$ cat src/hdl/aib_pkg.sv
`default_nettype none

package aib_pkg;

    // ====================================================================
    // sideband frame and calibration timing
    // ====================================================================

    localparam int SR_MS_LEN      = 16;                       // bits per sideband frame
    localparam int SR_CNT_W       = $clog2(SR_MS_LEN);        // frame bit counter width
    localparam int DCC_CAL_CYCLES = 24;                       // cal_req rise to cal_done
    localparam int DCC_CNT_W      = $clog2(DCC_CAL_CYCLES);   // calibration counter width

    // ====================================================================
    // status words
    // ====================================================================

    // master status word, sent MSB first on the sideband line
    typedef struct packed {
        logic       config_done;       // master core configured
        logic       osc_transfer_en;   // oscillator clock forwarding on
        logic       tx_transfer_en;    // master tx path enabled
        logic       rx_transfer_en;    // master rx path enabled
        logic       rx_dll_lock;       // master rx dll locked
        logic       tx_dcc_cal_done;   // master tx duty cycle calibrated
        logic [9:0] spare;             // carried through untouched
    } ms_status_t;

    // follower side status, registered off the sequencer state
    typedef struct packed {
        logic osc_transfer_en;
        logic tx_dcc_cal_done;
        logic tx_transfer_en;
        logic rx_transfer_en;
        logic link_up;
    } sl_status_t;

    // ====================================================================
    // follower bring-up sequencer
    // ====================================================================

    typedef enum logic [2:0] {
        SM_IDLE    = 3'd0,   // waiting for both sides configured
        SM_OSC_EN  = 3'd1,   // oscillator transfer enabled
        SM_DCC_CAL = 3'd2,   // duty cycle calibration running
        SM_TX_EN   = 3'd3,   // tx enabled, waiting on master
        SM_LINK_UP = 3'd4    // both directions up
    } sm_state_e;

endpackage

`default_nettype wire

$ cat src/hdl/aib_sr_ms.sv
`timescale 1ns/1ps
`default_nettype none

module aib_sr_ms (
    input  logic                osc_clk,           // free running oscillator clock
    input  logic                rst_n,
    input  aib_pkg::ms_status_t ms_data_fr_core,   // status word from near-side core
    output logic                sr_data,           // sideband serial data
    output logic                sr_load            // high on last bit of frame
);

    import aib_pkg::*;

    logic [SR_CNT_W-1:0]  bit_cnt;    // position within current frame
    logic [SR_MS_LEN-1:0] sh_q;       // outgoing frame, MSB on the line
    logic                 frame_start;
    logic                 load_next;

    assign frame_start = (bit_cnt == '0);
    assign load_next   = (bit_cnt == SR_CNT_W'(SR_MS_LEN - 1));   // last bit goes out next

    // ====================================================================
    // frame counter
    // ====================================================================

    always_ff @(posedge osc_clk or negedge rst_n) begin
        if (!rst_n) begin
            bit_cnt <= '0;
        end else if (load_next) begin
            bit_cnt <= '0;
        end else begin
            bit_cnt <= bit_cnt + 1'b1;
        end
    end

    // ====================================================================
    // shifter and load strobe
    // ====================================================================

    always_ff @(posedge osc_clk or negedge rst_n) begin
        if (!rst_n) begin
            sh_q <= '0;
        end else if (frame_start) begin
            sh_q <= ms_data_fr_core;                      // sample core word
        end else begin
            sh_q <= {sh_q[SR_MS_LEN-2:0], 1'b0};
        end
    end

    always_ff @(posedge osc_clk or negedge rst_n) begin
        if (!rst_n) begin
            sr_load <= 1'b0;
        end else begin
            sr_load <= load_next;                         // lines up with the LSB
        end
    end

    assign sr_data = sh_q[SR_MS_LEN-1];

    // frames run back to back, so the strobe repeats at the frame length
    a_load_period : assert property (@(posedge osc_clk) disable iff (!rst_n)
        sr_load |-> ##SR_MS_LEN sr_load)
        else $error("sr_load did not repeat after SR_MS_LEN cycles");

    a_load_single : assert property (@(posedge osc_clk) disable iff (!rst_n)
        sr_load |=> !sr_load)
        else $error("sr_load held longer than one bit");

endmodule

`default_nettype wire

$ cat src/hdl/aib_sr_sl.sv
`timescale 1ns/1ps
`default_nettype none

module aib_sr_sl (
    input  logic                osc_clk,
    input  logic                rst_n,
    input  logic                sr_data,           // sideband serial data
    input  logic                sr_load,           // frame boundary strobe
    output aib_pkg::ms_status_t ms_data_to_core,   // last complete frame
    output logic                frame_valid        // one cycle pulse per new frame
);

    import aib_pkg::*;

    logic [SR_MS_LEN-2:0] rx_sh;      // all but the final bit of a frame
    logic [SR_CNT_W-1:0]  bit_cnt;    // bits seen since last strobe
    logic                 synced;     // first strobe seen

    // ====================================================================
    // incoming shift register
    // ====================================================================

    always_ff @(posedge osc_clk) begin
        rx_sh <= {rx_sh[SR_MS_LEN-3:0], sr_data};
    end

    // ====================================================================
    // frame capture
    // ====================================================================

    always_ff @(posedge osc_clk or negedge rst_n) begin
        if (!rst_n) begin
            ms_data_to_core <= '0;
            frame_valid     <= 1'b0;
        end else begin
            frame_valid <= sr_load;
            if (sr_load) begin
                ms_data_to_core <= {rx_sh, sr_data};      // LSB arrives with the strobe
            end
        end
    end

    // bit count between strobes, only meaningful once aligned
    always_ff @(posedge osc_clk or negedge rst_n) begin
        if (!rst_n) begin
            bit_cnt <= '0;
            synced  <= 1'b0;
        end else if (sr_load) begin
            bit_cnt <= '0;
            synced  <= 1'b1;
        end else begin
            bit_cnt <= bit_cnt + 1'b1;
        end
    end

    // the far-side serializer must close every frame at the full length
    a_frame_len : assert property (@(posedge osc_clk) disable iff (!rst_n)
        (sr_load && synced) |-> (bit_cnt == SR_CNT_W'(SR_MS_LEN - 1)))
        else $error("strobe closed a frame of %0d bits", bit_cnt + 1);

endmodule

`default_nettype wire

$ cat src/hdl/aib_dcc.sv
`timescale 1ns/1ps
`default_nettype none

module aib_dcc (
    input  logic osc_clk,
    input  logic rst_n,
    input  logic cal_req,     // level request from sequencer
    output logic cal_done     // held until the request drops
);

    import aib_pkg::*;

    logic [DCC_CNT_W-1:0] cal_cnt;   // cycles since request rose

    // ====================================================================
    // calibration timer
    // ====================================================================

    always_ff @(posedge osc_clk or negedge rst_n) begin
        if (!rst_n) begin
            cal_cnt  <= '0;
            cal_done <= 1'b0;
        end else if (!cal_req) begin
            cal_cnt  <= '0;                               // restart on next request
            cal_done <= 1'b0;
        end else if (!cal_done) begin
            if (cal_cnt == DCC_CNT_W'(DCC_CAL_CYCLES - 1)) begin
                cal_done <= 1'b1;
            end else begin
                cal_cnt <= cal_cnt + 1'b1;
            end
        end
    end

    // done only after a request that stayed up for the whole calibration
    a_done_needs_req : assert property (@(posedge osc_clk) disable iff (!rst_n)
        $rose(cal_done) |-> cal_req && $past(cal_req, DCC_CAL_CYCLES - 1))
        else $error("cal_done rose without a full calibration request");

endmodule

`default_nettype wire

$ cat src/hdl/aib_sm.sv
`timescale 1ns/1ps
`default_nettype none

module aib_sm (
    input  logic                osc_clk,
    input  logic                rst_n,
    input  logic                sl_config_done,   // follower core configured
    input  aib_pkg::ms_status_t ms_rx,            // last received master frame
    input  logic                frame_valid,      // new frame on ms_rx
    input  logic                cal_done,         // from duty cycle calibration
    output logic                cal_req,
    output aib_pkg::sl_status_t sl_status
);

    import aib_pkg::*;

    sm_state_e state_q;
    sm_state_e state_d;
    logic      abort;        // drop back to idle

    // config lost on either side
    assign abort = !sl_config_done || (frame_valid && !ms_rx.config_done);

    // ====================================================================
    // next state
    // ====================================================================

    always_comb begin
        state_d = state_q;
        case (state_q)
            SM_IDLE: begin
                if (frame_valid && sl_config_done && ms_rx.config_done) begin
                    state_d = SM_OSC_EN;
                end
            end
            SM_OSC_EN: begin
                if (frame_valid && ms_rx.osc_transfer_en) begin
                    state_d = SM_DCC_CAL;
                end
            end
            SM_DCC_CAL: begin
                if (cal_done) begin                       // no frame needed here
                    state_d = SM_TX_EN;
                end
            end
            SM_TX_EN: begin
                if (frame_valid && ms_rx.tx_transfer_en && ms_rx.tx_dcc_cal_done) begin
                    state_d = SM_LINK_UP;
                end
            end
            SM_LINK_UP: begin
                state_d = SM_LINK_UP;
            end
            default: begin
                state_d = SM_IDLE;
            end
        endcase

        // loss of configuration wins over any forward step
        if (abort) begin
            state_d = SM_IDLE;
        end
    end

    always_ff @(posedge osc_clk or negedge rst_n) begin
        if (!rst_n) begin
            state_q <= SM_IDLE;
        end else begin
            state_q <= state_d;
        end
    end

    assign cal_req = (state_q == SM_DCC_CAL);   // level request for the whole wait

    // ====================================================================
    // status outputs
    // ====================================================================

    always_ff @(posedge osc_clk or negedge rst_n) begin
        if (!rst_n) begin
            sl_status <= '0;
        end else begin
            sl_status.osc_transfer_en <= (state_q != SM_IDLE);
            sl_status.tx_dcc_cal_done <= (state_q == SM_TX_EN) || (state_q == SM_LINK_UP);
            sl_status.tx_transfer_en  <= (state_q == SM_TX_EN) || (state_q == SM_LINK_UP);
            sl_status.rx_transfer_en  <= (state_q == SM_LINK_UP);
            sl_status.link_up         <= (state_q == SM_LINK_UP);
        end
    end

    // link comes up only after tx was already enabled for at least a cycle
    a_link_after_tx : assert property (@(posedge osc_clk) disable iff (!rst_n)
        $rose(sl_status.link_up) |-> sl_status.tx_transfer_en
                                     && $past(sl_status.tx_transfer_en))
        else $error("link_up without prior tx_transfer_en");

endmodule

`default_nettype wire

$ cat src/hdl/aib_sideband_top.sv
`timescale 1ns/1ps
`default_nettype none

module aib_sideband_top (
    input  logic                osc_clk,          // free running oscillator clock
    input  logic                rst_n,
    input  aib_pkg::ms_status_t ms_core,          // master status from near-side core
    input  logic                sl_config_done,
    output aib_pkg::ms_status_t ms_rx,            // rebuilt master status
    output logic                frame_valid,
    output logic                sr_data,          // sideband line, for observation
    output logic                sr_load,
    output aib_pkg::sl_status_t sl_status
);

    logic cal_req;
    logic cal_done;

    // ====================================================================
    // sideband serial link
    // ====================================================================

    aib_sr_ms aib_sr_ms (
        .osc_clk         (osc_clk),
        .rst_n           (rst_n),
        .ms_data_fr_core (ms_core),
        .sr_data         (sr_data),       // master serial data out
        .sr_load         (sr_load)        // master load out
    );

    aib_sr_sl aib_sr_sl (
        .osc_clk         (osc_clk),
        .rst_n           (rst_n),
        .sr_data         (sr_data),
        .sr_load         (sr_load),
        .ms_data_to_core (ms_rx),
        .frame_valid     (frame_valid)
    );

    // ====================================================================
    // follower bring-up
    // ====================================================================

    aib_dcc aib_dcc (
        .osc_clk  (osc_clk),
        .rst_n    (rst_n),
        .cal_req  (cal_req),
        .cal_done (cal_done)
    );

    aib_sm aib_sm (
        .osc_clk        (osc_clk),
        .rst_n          (rst_n),
        .sl_config_done (sl_config_done),
        .ms_rx          (ms_rx),
        .frame_valid    (frame_valid),
        .cal_done       (cal_done),
        .cal_req        (cal_req),
        .sl_status      (sl_status)
    );

endmodule

`default_nettype wire

$ cat config.mk
export PLATFORM = sky130hd
export DESIGN_NAME = aib_sideband_top
export DESIGN_NICKNAME = d
export VERILOG_FILES = /design/src/hdl/aib_pkg.sv /design/src/hdl/aib_sr_ms.sv /design/src/hdl/aib_sr_sl.sv /design/src/hdl/aib_dcc.sv /design/src/hdl/aib_sm.sv /design/src/hdl/aib_sideband_top.sv
export SDC_FILE = /design/constraint.sdc
export NUM_CORES = 1
export LEC_CHECK = 0
export ABC_AREA = 1
export BUFFER_PORTS_ARGS = -buffer_cell sky130_fd_sc_hd__buf_4
export CAP_MARGIN = 20
export CELL_PAD_IN_SITES_DETAIL_PLACEMENT = 0
export CELL_PAD_IN_SITES_GLOBAL_PLACEMENT = 1
export CORE_MARGIN = 4
export CORE_UTILIZATION = 43
export CTS_CLUSTER_SIZE = 8
export DETAILED_ROUTE_END_ITERATION = 6
export GPL_ROUTABILITY_DRIVEN = 0
export MAX_ROUTING_LAYER = met4
export PLACE_DENSITY_LB_ADDON = 0.1
export RECOVER_POWER = 25
export REMOVE_ABC_BUFFERS = 1
export SYNTH_ARGS = -nofsm -noshare
export SYNTH_HDL_FRONTEND = slang
export SYNTH_SLANG_ARGS = --single-unit
export TNS_END_PERCENT = 5
$ cat constraint.sdc
create_clock -name osc_clk -period 1.5 [get_ports osc_clk]
set_input_delay 0.15 -clock osc_clk [delete_from_list [all_inputs] [get_ports osc_clk]]
set_output_delay 0.15 -clock osc_clk [all_outputs]
set_load 0.01 [all_outputs]
==> summary.md, run 1 <==
| Metric | Value |
|---|---|
| Mean Syn Cell Area | `between 10 and 15 um2` |
| Maximum vdd drop | `898.7 uV` |
| Htree depth | `3` |
| Vert. Die Dim | `approximately 82 um` |
| Ant. Diodes | `0` |
| Core Region | `about 5200 um2` |
| Final Hold Viols | `0` |
| Switching power | `928.5 uW` |
| Via density | `4.658` |
| Die Area | `approximately 6800 um2` |
| P&R area growth vs syn | `24.78%` |
| Final period util | `0.9291` |
| Worst-path fanout max | `19` |
| Final Net Count | `257` |
| Final Max Tran Viols | `0` |
| RSZ-0062 raised after global routing | `false` |
| Leakage | `roughly 0.0014 uW` |
| Crit end category | `output pin` |
| Clock Latency Late Sink | `330 ps` |
| Die width | `just over 80 um` |
| Initial DRC Count | `41` |
| Cell Area, Synth | `2384 um2` |
| Yosys reg bits | `65` |
| R2r setup slk | `about 110 ps` |
| Hold_sp | `ms_core[0]` |
| Largest net degree at the start of global routing | `between 50 and 60` |
| Worst-case reg-to-reg path depth | `4` |
| Root Buffer Master | `clkbuf_8` |
| WHS Endpoint | `aib_sr_ms.sh_q[0]` |
| Post-synthesis cell type count | `26` |
| Bufs on Longest Clock Path | `2` |
| Worst path buffer plus inverter count | `2` |
| Type of the worst setup path | `flip-flop to output pin` |
| Vias | `around 1,400` |
| Sequential group share of total power | `0.501` |
| IO Count | `between 40 and 50` |
| Routed Wire Length | `approximately 3900 um` |
| Sw frac | `0.2385` |
| Register area share after synthesis | `0.6509` |
| Final Setup Violations | `0` |
| Reg2reg end | `aib_sr_ms.sh_q[2]` |
| WP data required | `1350 ps` |
| Synthesized instance count | `~190` |
| Crit path cell chain | `clkbuf_2 -> buf_4` |
| Number of global-route vias before repair | `~1,500` |
| Ys Warns | `0` |
| Grt total ovfl | `0` |
| CTS tree | `done` |
| Hold path cells | `3` |
| WL/cell | `12.62 um` |
| Layout cell share with drive strength beyond 1 | `0.4000` |
| DR DRC count | `0` |
| Clock Skew | `between 5 and 6 ps` |
| PortBufs | `between 40 and 50` |
| Post-route ant nets | `0` |
| Total internal power | `slightly below 3000 uW` |
| Number of CTS-inserted buffers | `9` |
| Drt pass-1 iters | `4` |
| Setup_tns | `0 ps` |
| Worst r2r src | `aib_sr_ms.bit_cnt[0]` |
| Clk slew on worst S/H paths | `70 ps` |
| MaxCap Viol Count | `0` |
| Combinational Power Share | `0.104` |
| Placed wire-length estimate | `roughly 2800 um` |
| Clock network power share | `0.395` |
| Top delay family on crit path | `buffers and inverters` |
| Time the worst path needs with I/O delays and setup | `between 1000 and 1500 ps` |
| Cell row count | `26` |
| Post-CTS Setup Inserts | `0` |
| Largest stage delay, worst path | `360 ps` |
| Outcome | `finished clean` |
| Clk sinks | `65` |
| Final core occ | `0.5678` |
| Initial antenna violation count | `0` |
| HP Class | `primary input to flip-flop` |
| Data arrival, critical path | `1240 ps` |
| First-pass GRT wire length | `slightly below 7000 um` |
| Worst slew pin tran | `between 600 and 700 ps` |
| Slew margin rel. | `0.5533` |
| Initial Util | `0.4551` |
| Crit-path slowest cell | `dfrtp_1` |
| Fmax | `717.5 MHz` |
| GRT Util Overall | `0.1408` |
| Crit start category | `flip-flop` |
| PwrDens | `1309 nW/um2` |
-- timing repair --
| item | 4_1_cts | 5_1_grt |
|---|---|---|
| gates resized for setup | 0 | 1 |
| setup endpoints to repair | 0 | 5 |
| hold buffers | 1 | 0 |
| hold endpoints to repair | 50 | 0 |
-- Yosys cell counts --
| master | count | area (um2) |
|---|---|---|
| ha_1 | 3 | 37.54 |
| nand3_1 | 9 | 45.04 |
| or2_2 | 1 | 6.260 |
| mux2_2 | 21 | 236.5 |
| dfrtp_1 | 50 | 1251 |
| nand2_1 | 23 | 86.33 |
| xnor2_1 | 1 | 8.760 |
| inv_1 | 14 | 52.55 |
| a21oi_1 | 2 | 10.01 |
| nand4_1 | 1 | 6.260 |
| buf_12 | 1 | 20.02 |
| nor3_1 | 1 | 5.000 |
| nor2_2 | 1 | 6.260 |
| nor2_4 | 1 | 11.26 |
| buf_4 | 2 | 15.01 |
| xor2_1 | 3 | 26.28 |
| o22ai_1 | 1 | 6.260 |
| dfxtp_1 | 15 | 300.3 |
| o21ai_1 | 1 | 5.000 |
| nor2_1 | 17 | 63.81 |
| inv_2 | 1 | 3.750 |
| mux2_4 | 9 | 135.1 |
| o21ai_2 | 1 | 8.760 |
| buf_2 | 2 | 10.01 |
| nand2_4 | 1 | 11.26 |
| o21ai_0 | 3 | 15.01 |
-- final cells by class --
class | instances | area (um2)
clock buffers | 12 | 165.2
clock inverters | 4 | 50.05
fillers | 441 | 2263
inverters | 15 | 56.30
multi-input cells | 100 | 733.2
flip-flops and latches | 65 | 1551
well taps | 70 | 87.58
repair buffers | 44 | 330.3
-- stage by stage --
stage	power, uW	setup slack (ps)	cell area, um2	std cells	hold WS [ps]
finish	3893	106.3	2974	310	27.19
global route	4101	24.73	2974	310	10.30
CTS	3951	52.31	2974	310	12.79
detailed placement	2396	66.56	2749	293	217.9
global placement	2382	167.0	2749	293	199.2
floorplan	2188	215.0	2338	180	-145.6
-- worst reg2reg max path, delay by kind of cell (launching register included) --
family,cells,cell delay (ps)
adder cells (fa/ha/maj),1,230
buffers and inverters,1,70
flip-flops,1,370
multiplexers,1,370
AND/OR/NAND/NOR,1,230
-- worst max path at each step --
stage / endpoint / from / depth (start not counted) / slack (ps)
after global routing: sr_load / aib_sr_ms.sr_load / 2 / 20
final: sr_load / aib_sr_ms.sr_load / 2 / 110
after detailed placement: aib_dcc.cal_cnt[0] / aib_dcc.cal_cnt[0] / 7 / 70
after CTS: aib_dcc.cal_cnt[0] / aib_dcc.cal_cnt[0] / 7 / 50
after floorplan: aib_sr_ms.sh_q[15] / aib_sr_ms.bit_cnt[0] / 4 / 220
after global placement: aib_sr_ms.sh_q[4] / aib_sr_ms.bit_cnt[0] / 4 / 170
-- power groups by stage --
stage | Sequential (uW) | Combinational [uW] | Clock, uW
after global placement | 1980 | 403 | 0
final | 1950 | 406 | 1540
after floorplan | 2000 | 191 | 0
after CTS | 1950 | 415 | 1590
after detailed placement | 1980 | 412 | 0
after global routing | 1970 | 462 | 1670
-- cells by family (layout without fill, tap and decap cells) --
logic type,Yosys count,count (layout),share of synthesized area
adders and majority gates,3,3,0.01575
DFF,65,65,0.6509
muxes,30,30,0.1559
AOI/OAI and AO/OA,8,8,0.01890
buffers and inverters,20,75,0.04252
xor gates and xnor gates,4,4,0.01470
and+or+nand+nor,55,55,0.1013
-- state kept, by name, indices dropped and copies added (netlist names) --
name / flops
aib_sr_ms.sr_load: 1
aib_sr_sl.ms_data_to_core: 16
aib_sr_ms.sh_q: 16
aib_sr_ms.bit_cnt: 4
aib_sm.state_q: 3
aib_dcc.cal_done: 1
aib_dcc.cal_cnt: 5
aib_sm.sl_status: 3
aib_sr_sl.rx_sh: 15
aib_sr_sl.frame_valid: 1
-- per-layer routing --
metal / share of wire / vias to the layer above / global-route usage
met5: 0 / - / -
li1: - / 700 / -
met1: 0.46 / 689 / 0.1643
met2: 0.46 / 47 / 0.2107
met3: 0.070 / 8 / 0.06399
met4: 0.016 / 0 / 0.05814
-- cells in the final DEF, fill, tap and decap left out, drive strengths merged --
cell	netlist	routed
xor2	3	3
bufinv	0	1
or2	1	1
dfxtp	15	15
dfrtp	50	50
nand4	1	1
nor2	19	19
clkbuf	0	14
o21ai	5	5
nor3	1	1
mux2	30	30
ha	3	3
dlygate4sd3	0	1
o22ai	1	1
clkinv	0	1
buf	5	41
nand3	9	9
nand2	24	24
clkinvlp	0	2
inv	15	15
xnor2	1	1
a21oi	2	2
Power figures use the tool's default switching activity.
==> inputs of run 2 (changes only) <==
- RECOVER_POWER: 25 -> not set
==> summary.md, run 2 (synthesized netlist as in run 1, its figures left out) <==
| Metric | Value |
|---|---|
| Post-route ant nets | `0 (unchanged)` |
| PortBufs | `42 (unchanged)` |
| Leakage | `0.001447 uW (about the same)` |
| Via density | `4.658 (unchanged)` |
| Final Hold Viols | `0 (unchanged)` |
| Type of the worst setup path | `flip-flop to flip-flop` |
| Most common cell after layout, fill and taps aside | `dfrtp_1` |
| Data arrival, critical path | `1600 ps (+360 ps)` |
| Final Net Count | `257 (unchanged)` |
| Grt total ovfl | `0 (unchanged)` |
| Die Area | `6798 um2 (unchanged)` |
| Drt pass-1 iters | `4 (unchanged)` |
| Worst slew pin tran | `619.9 ps (-50.21 ps)` |
| Slew margin rel. | `0.5868 (+0.03347)` |
| Ant. Diodes | `0 (unchanged)` |
| Die width | `82.45 um (unchanged)` |
| Post-CTS Setup Inserts | `0 (unchanged)` |
| P&R area growth vs syn | `24.88% (about the same)` |
| WL/cell | `12.62 um (unchanged)` |
| Final Max Tran Viols | `0 (unchanged)` |
| Outcome | `finished clean` |
| Largest net degree at the start of global routing | `51 (unchanged)` |
| DR DRC count | `0 (unchanged)` |
| Placed cell count | `293 (unchanged)` |
| Placed wire-length estimate | `2784 um (unchanged)` |
| Crit start category | `flip-flop` |
| Area of the multi-input gates | `733.2 um2 (unchanged)` |
| Fillers | `440 (-0.23%)` |
| RSZ-0062 raised after global routing | `false` |
| PwrDens | `1308 nW/um2 (about the same)` |
| Initial antenna violation count | `0 (unchanged)` |
| Worst-path fanout max | `16 (-3)` |
| Fmax | `720.0 MHz (+0.34%)` |
| Clk sinks | `65 (unchanged)` |
| HP Class | `primary input to flip-flop` |
| Time the worst path needs with I/O delays and setup | `1389 ps (-4.777 ps)` |
| Cell row count | `26 (unchanged)` |
| First-pass GRT wire length | `6768 um (unchanged)` |
| Number of global-route vias before repair | `1,479 (unchanged)` |
| Initial Util | `0.4551 (unchanged)` |
| Reg area | `1551 um2 (unchanged)` |
| Clock Latency Late Sink | `330 ps (about the same)` |
| MaxCap Viol Count | `0 (unchanged)` |
| Setup_tns | `0 ps (unchanged)` |
| Clock Skew | `5.937 ps (unchanged)` |
| Root Buffer Master | `clkbuf_8` |
| Vert. Die Dim | `82.45 um (unchanged)` |
| Final Setup Violations | `0 (unchanged)` |
| Routed Wire Length | `3913 um (unchanged)` |
| Maximum vdd drop | `898.6 uV (about the same)` |
| Bufs on Longest Clock Path | `2 (unchanged)` |
| Htree depth | `3 (unchanged)` |
| Final Non-Filler Cells | `310 (unchanged)` |
| CTS tree | `done` |
| Vias | `1,444 (unchanged)` |
| GRT Util Overall | `0.1408 (unchanged)` |
| WP data required | `1710 ps (+360 ps)` |
| IO Count | `43 (unchanged)` |
| Commonest non-fill, non-tap cells in the layout | `dfrtp_1 (50), buf_4 (43), nand2_1 (23), mux2_2 (21), nor2_1 (16)` |
| Crit end category | `flip-flop` |
| Biggest regs | `aib_sr_ms.sh_q: 16 flops, aib_sr_sl.ms_data_to_core: 16 flops, aib_sr_sl.rx_sh: 15 flops` |
| Core Region | `5238 um2 (unchanged)` |
| Initial DRC Count | `41 (unchanged)` |
| Number of CTS-inserted buffers | `9 (unchanged)` |
| Layout cell share with drive strength beyond 1 | `0.4000 (unchanged)` |
| Final period util | `0.9259 (-0.003185)` |
| Clk slew on worst S/H paths | `70 ps (about the same)` |
## run 2: cell type report
cell class,instances,share of cell area
sequential,65,0.5212
multi-input combinational,100,0.2463
timing repair buffer,44,0.1118
clock buffer,12,0.05549
tap,70,0.02942
inverter,15,0.01892
clock inverter,4,0.01681
## run 2: routing by layer
layer  part of all wire  vias to the layer above  global-route usage
li1                   -                      700                   -
met1               0.46                      689              0.1643
met2               0.46                       47              0.2107
met3              0.070                        8             0.06399
met4              0.016                        0             0.05814
met5                  0                        -                   -
## run 2: through the flow
stage | instance area (um2) | hold WS, ps | power, uW | util | setup WS (ps)
detailed placement | 2749 | 217.9 | 2396 | 0.5248 | 66.56
finish | 2977 | 27.31 | 3892 | 0.5683 | 111.1
floorplan | 2338 | -145.6 | 2188 | - | 215.0
global route | 2977 | 10.30 | 4101 | 0.5683 | 35.88
CTS | 2974 | 12.79 | 3951 | 0.5678 | 52.31
global placement | 2749 | 199.2 | 2382 | 0.5248 | 167.0
## run 2: power by group
group          leakage (uW)  internal, uW  switching, uW
combinational      0.000605           193            213
sequential         0.000737          1870           77.4
clock              0.000105           900            637
total               0.00145          2960            928
## run 2: critical path, stage by stage, from the launching register on
cell and delay, ps:
dfrtp_1 370, inv_1 70, ha_1 230, nand2_4 230, mux2_2 370
## run 2: timing repair
action	in CTS	in global routing
gates resized for setup	0	1
hold endpoints to repair	50	0
endpoints found under the setup margin	0	5
hold buffers	1	0
## run 2: path summary, 6_finish.rpt
| kind | startpoint | endpoint | slack (ps) | cells past startpoint |
|---|---|---|---|---|
| max | aib_sr_ms.bit_cnt[0] | aib_sr_ms.sh_q[2] | 110 | 4 |
| min | ms_core[0] | aib_sr_ms.sh_q[0] | 30 | 3 |
| max reg2reg | aib_sr_ms.bit_cnt[0] | aib_sr_ms.sh_q[2] | 110 | 4 |
| min reg2reg | aib_sr_sl.rx_sh[11] | aib_sr_sl.rx_sh[12] | 350 | 0 |
| max in group asynchronous | rst_n | aib_sm.state_q[1] | 710 | 2 |
| min in group asynchronous | rst_n | aib_sr_sl.ms_data_to_core[12] | 370 | 2 |
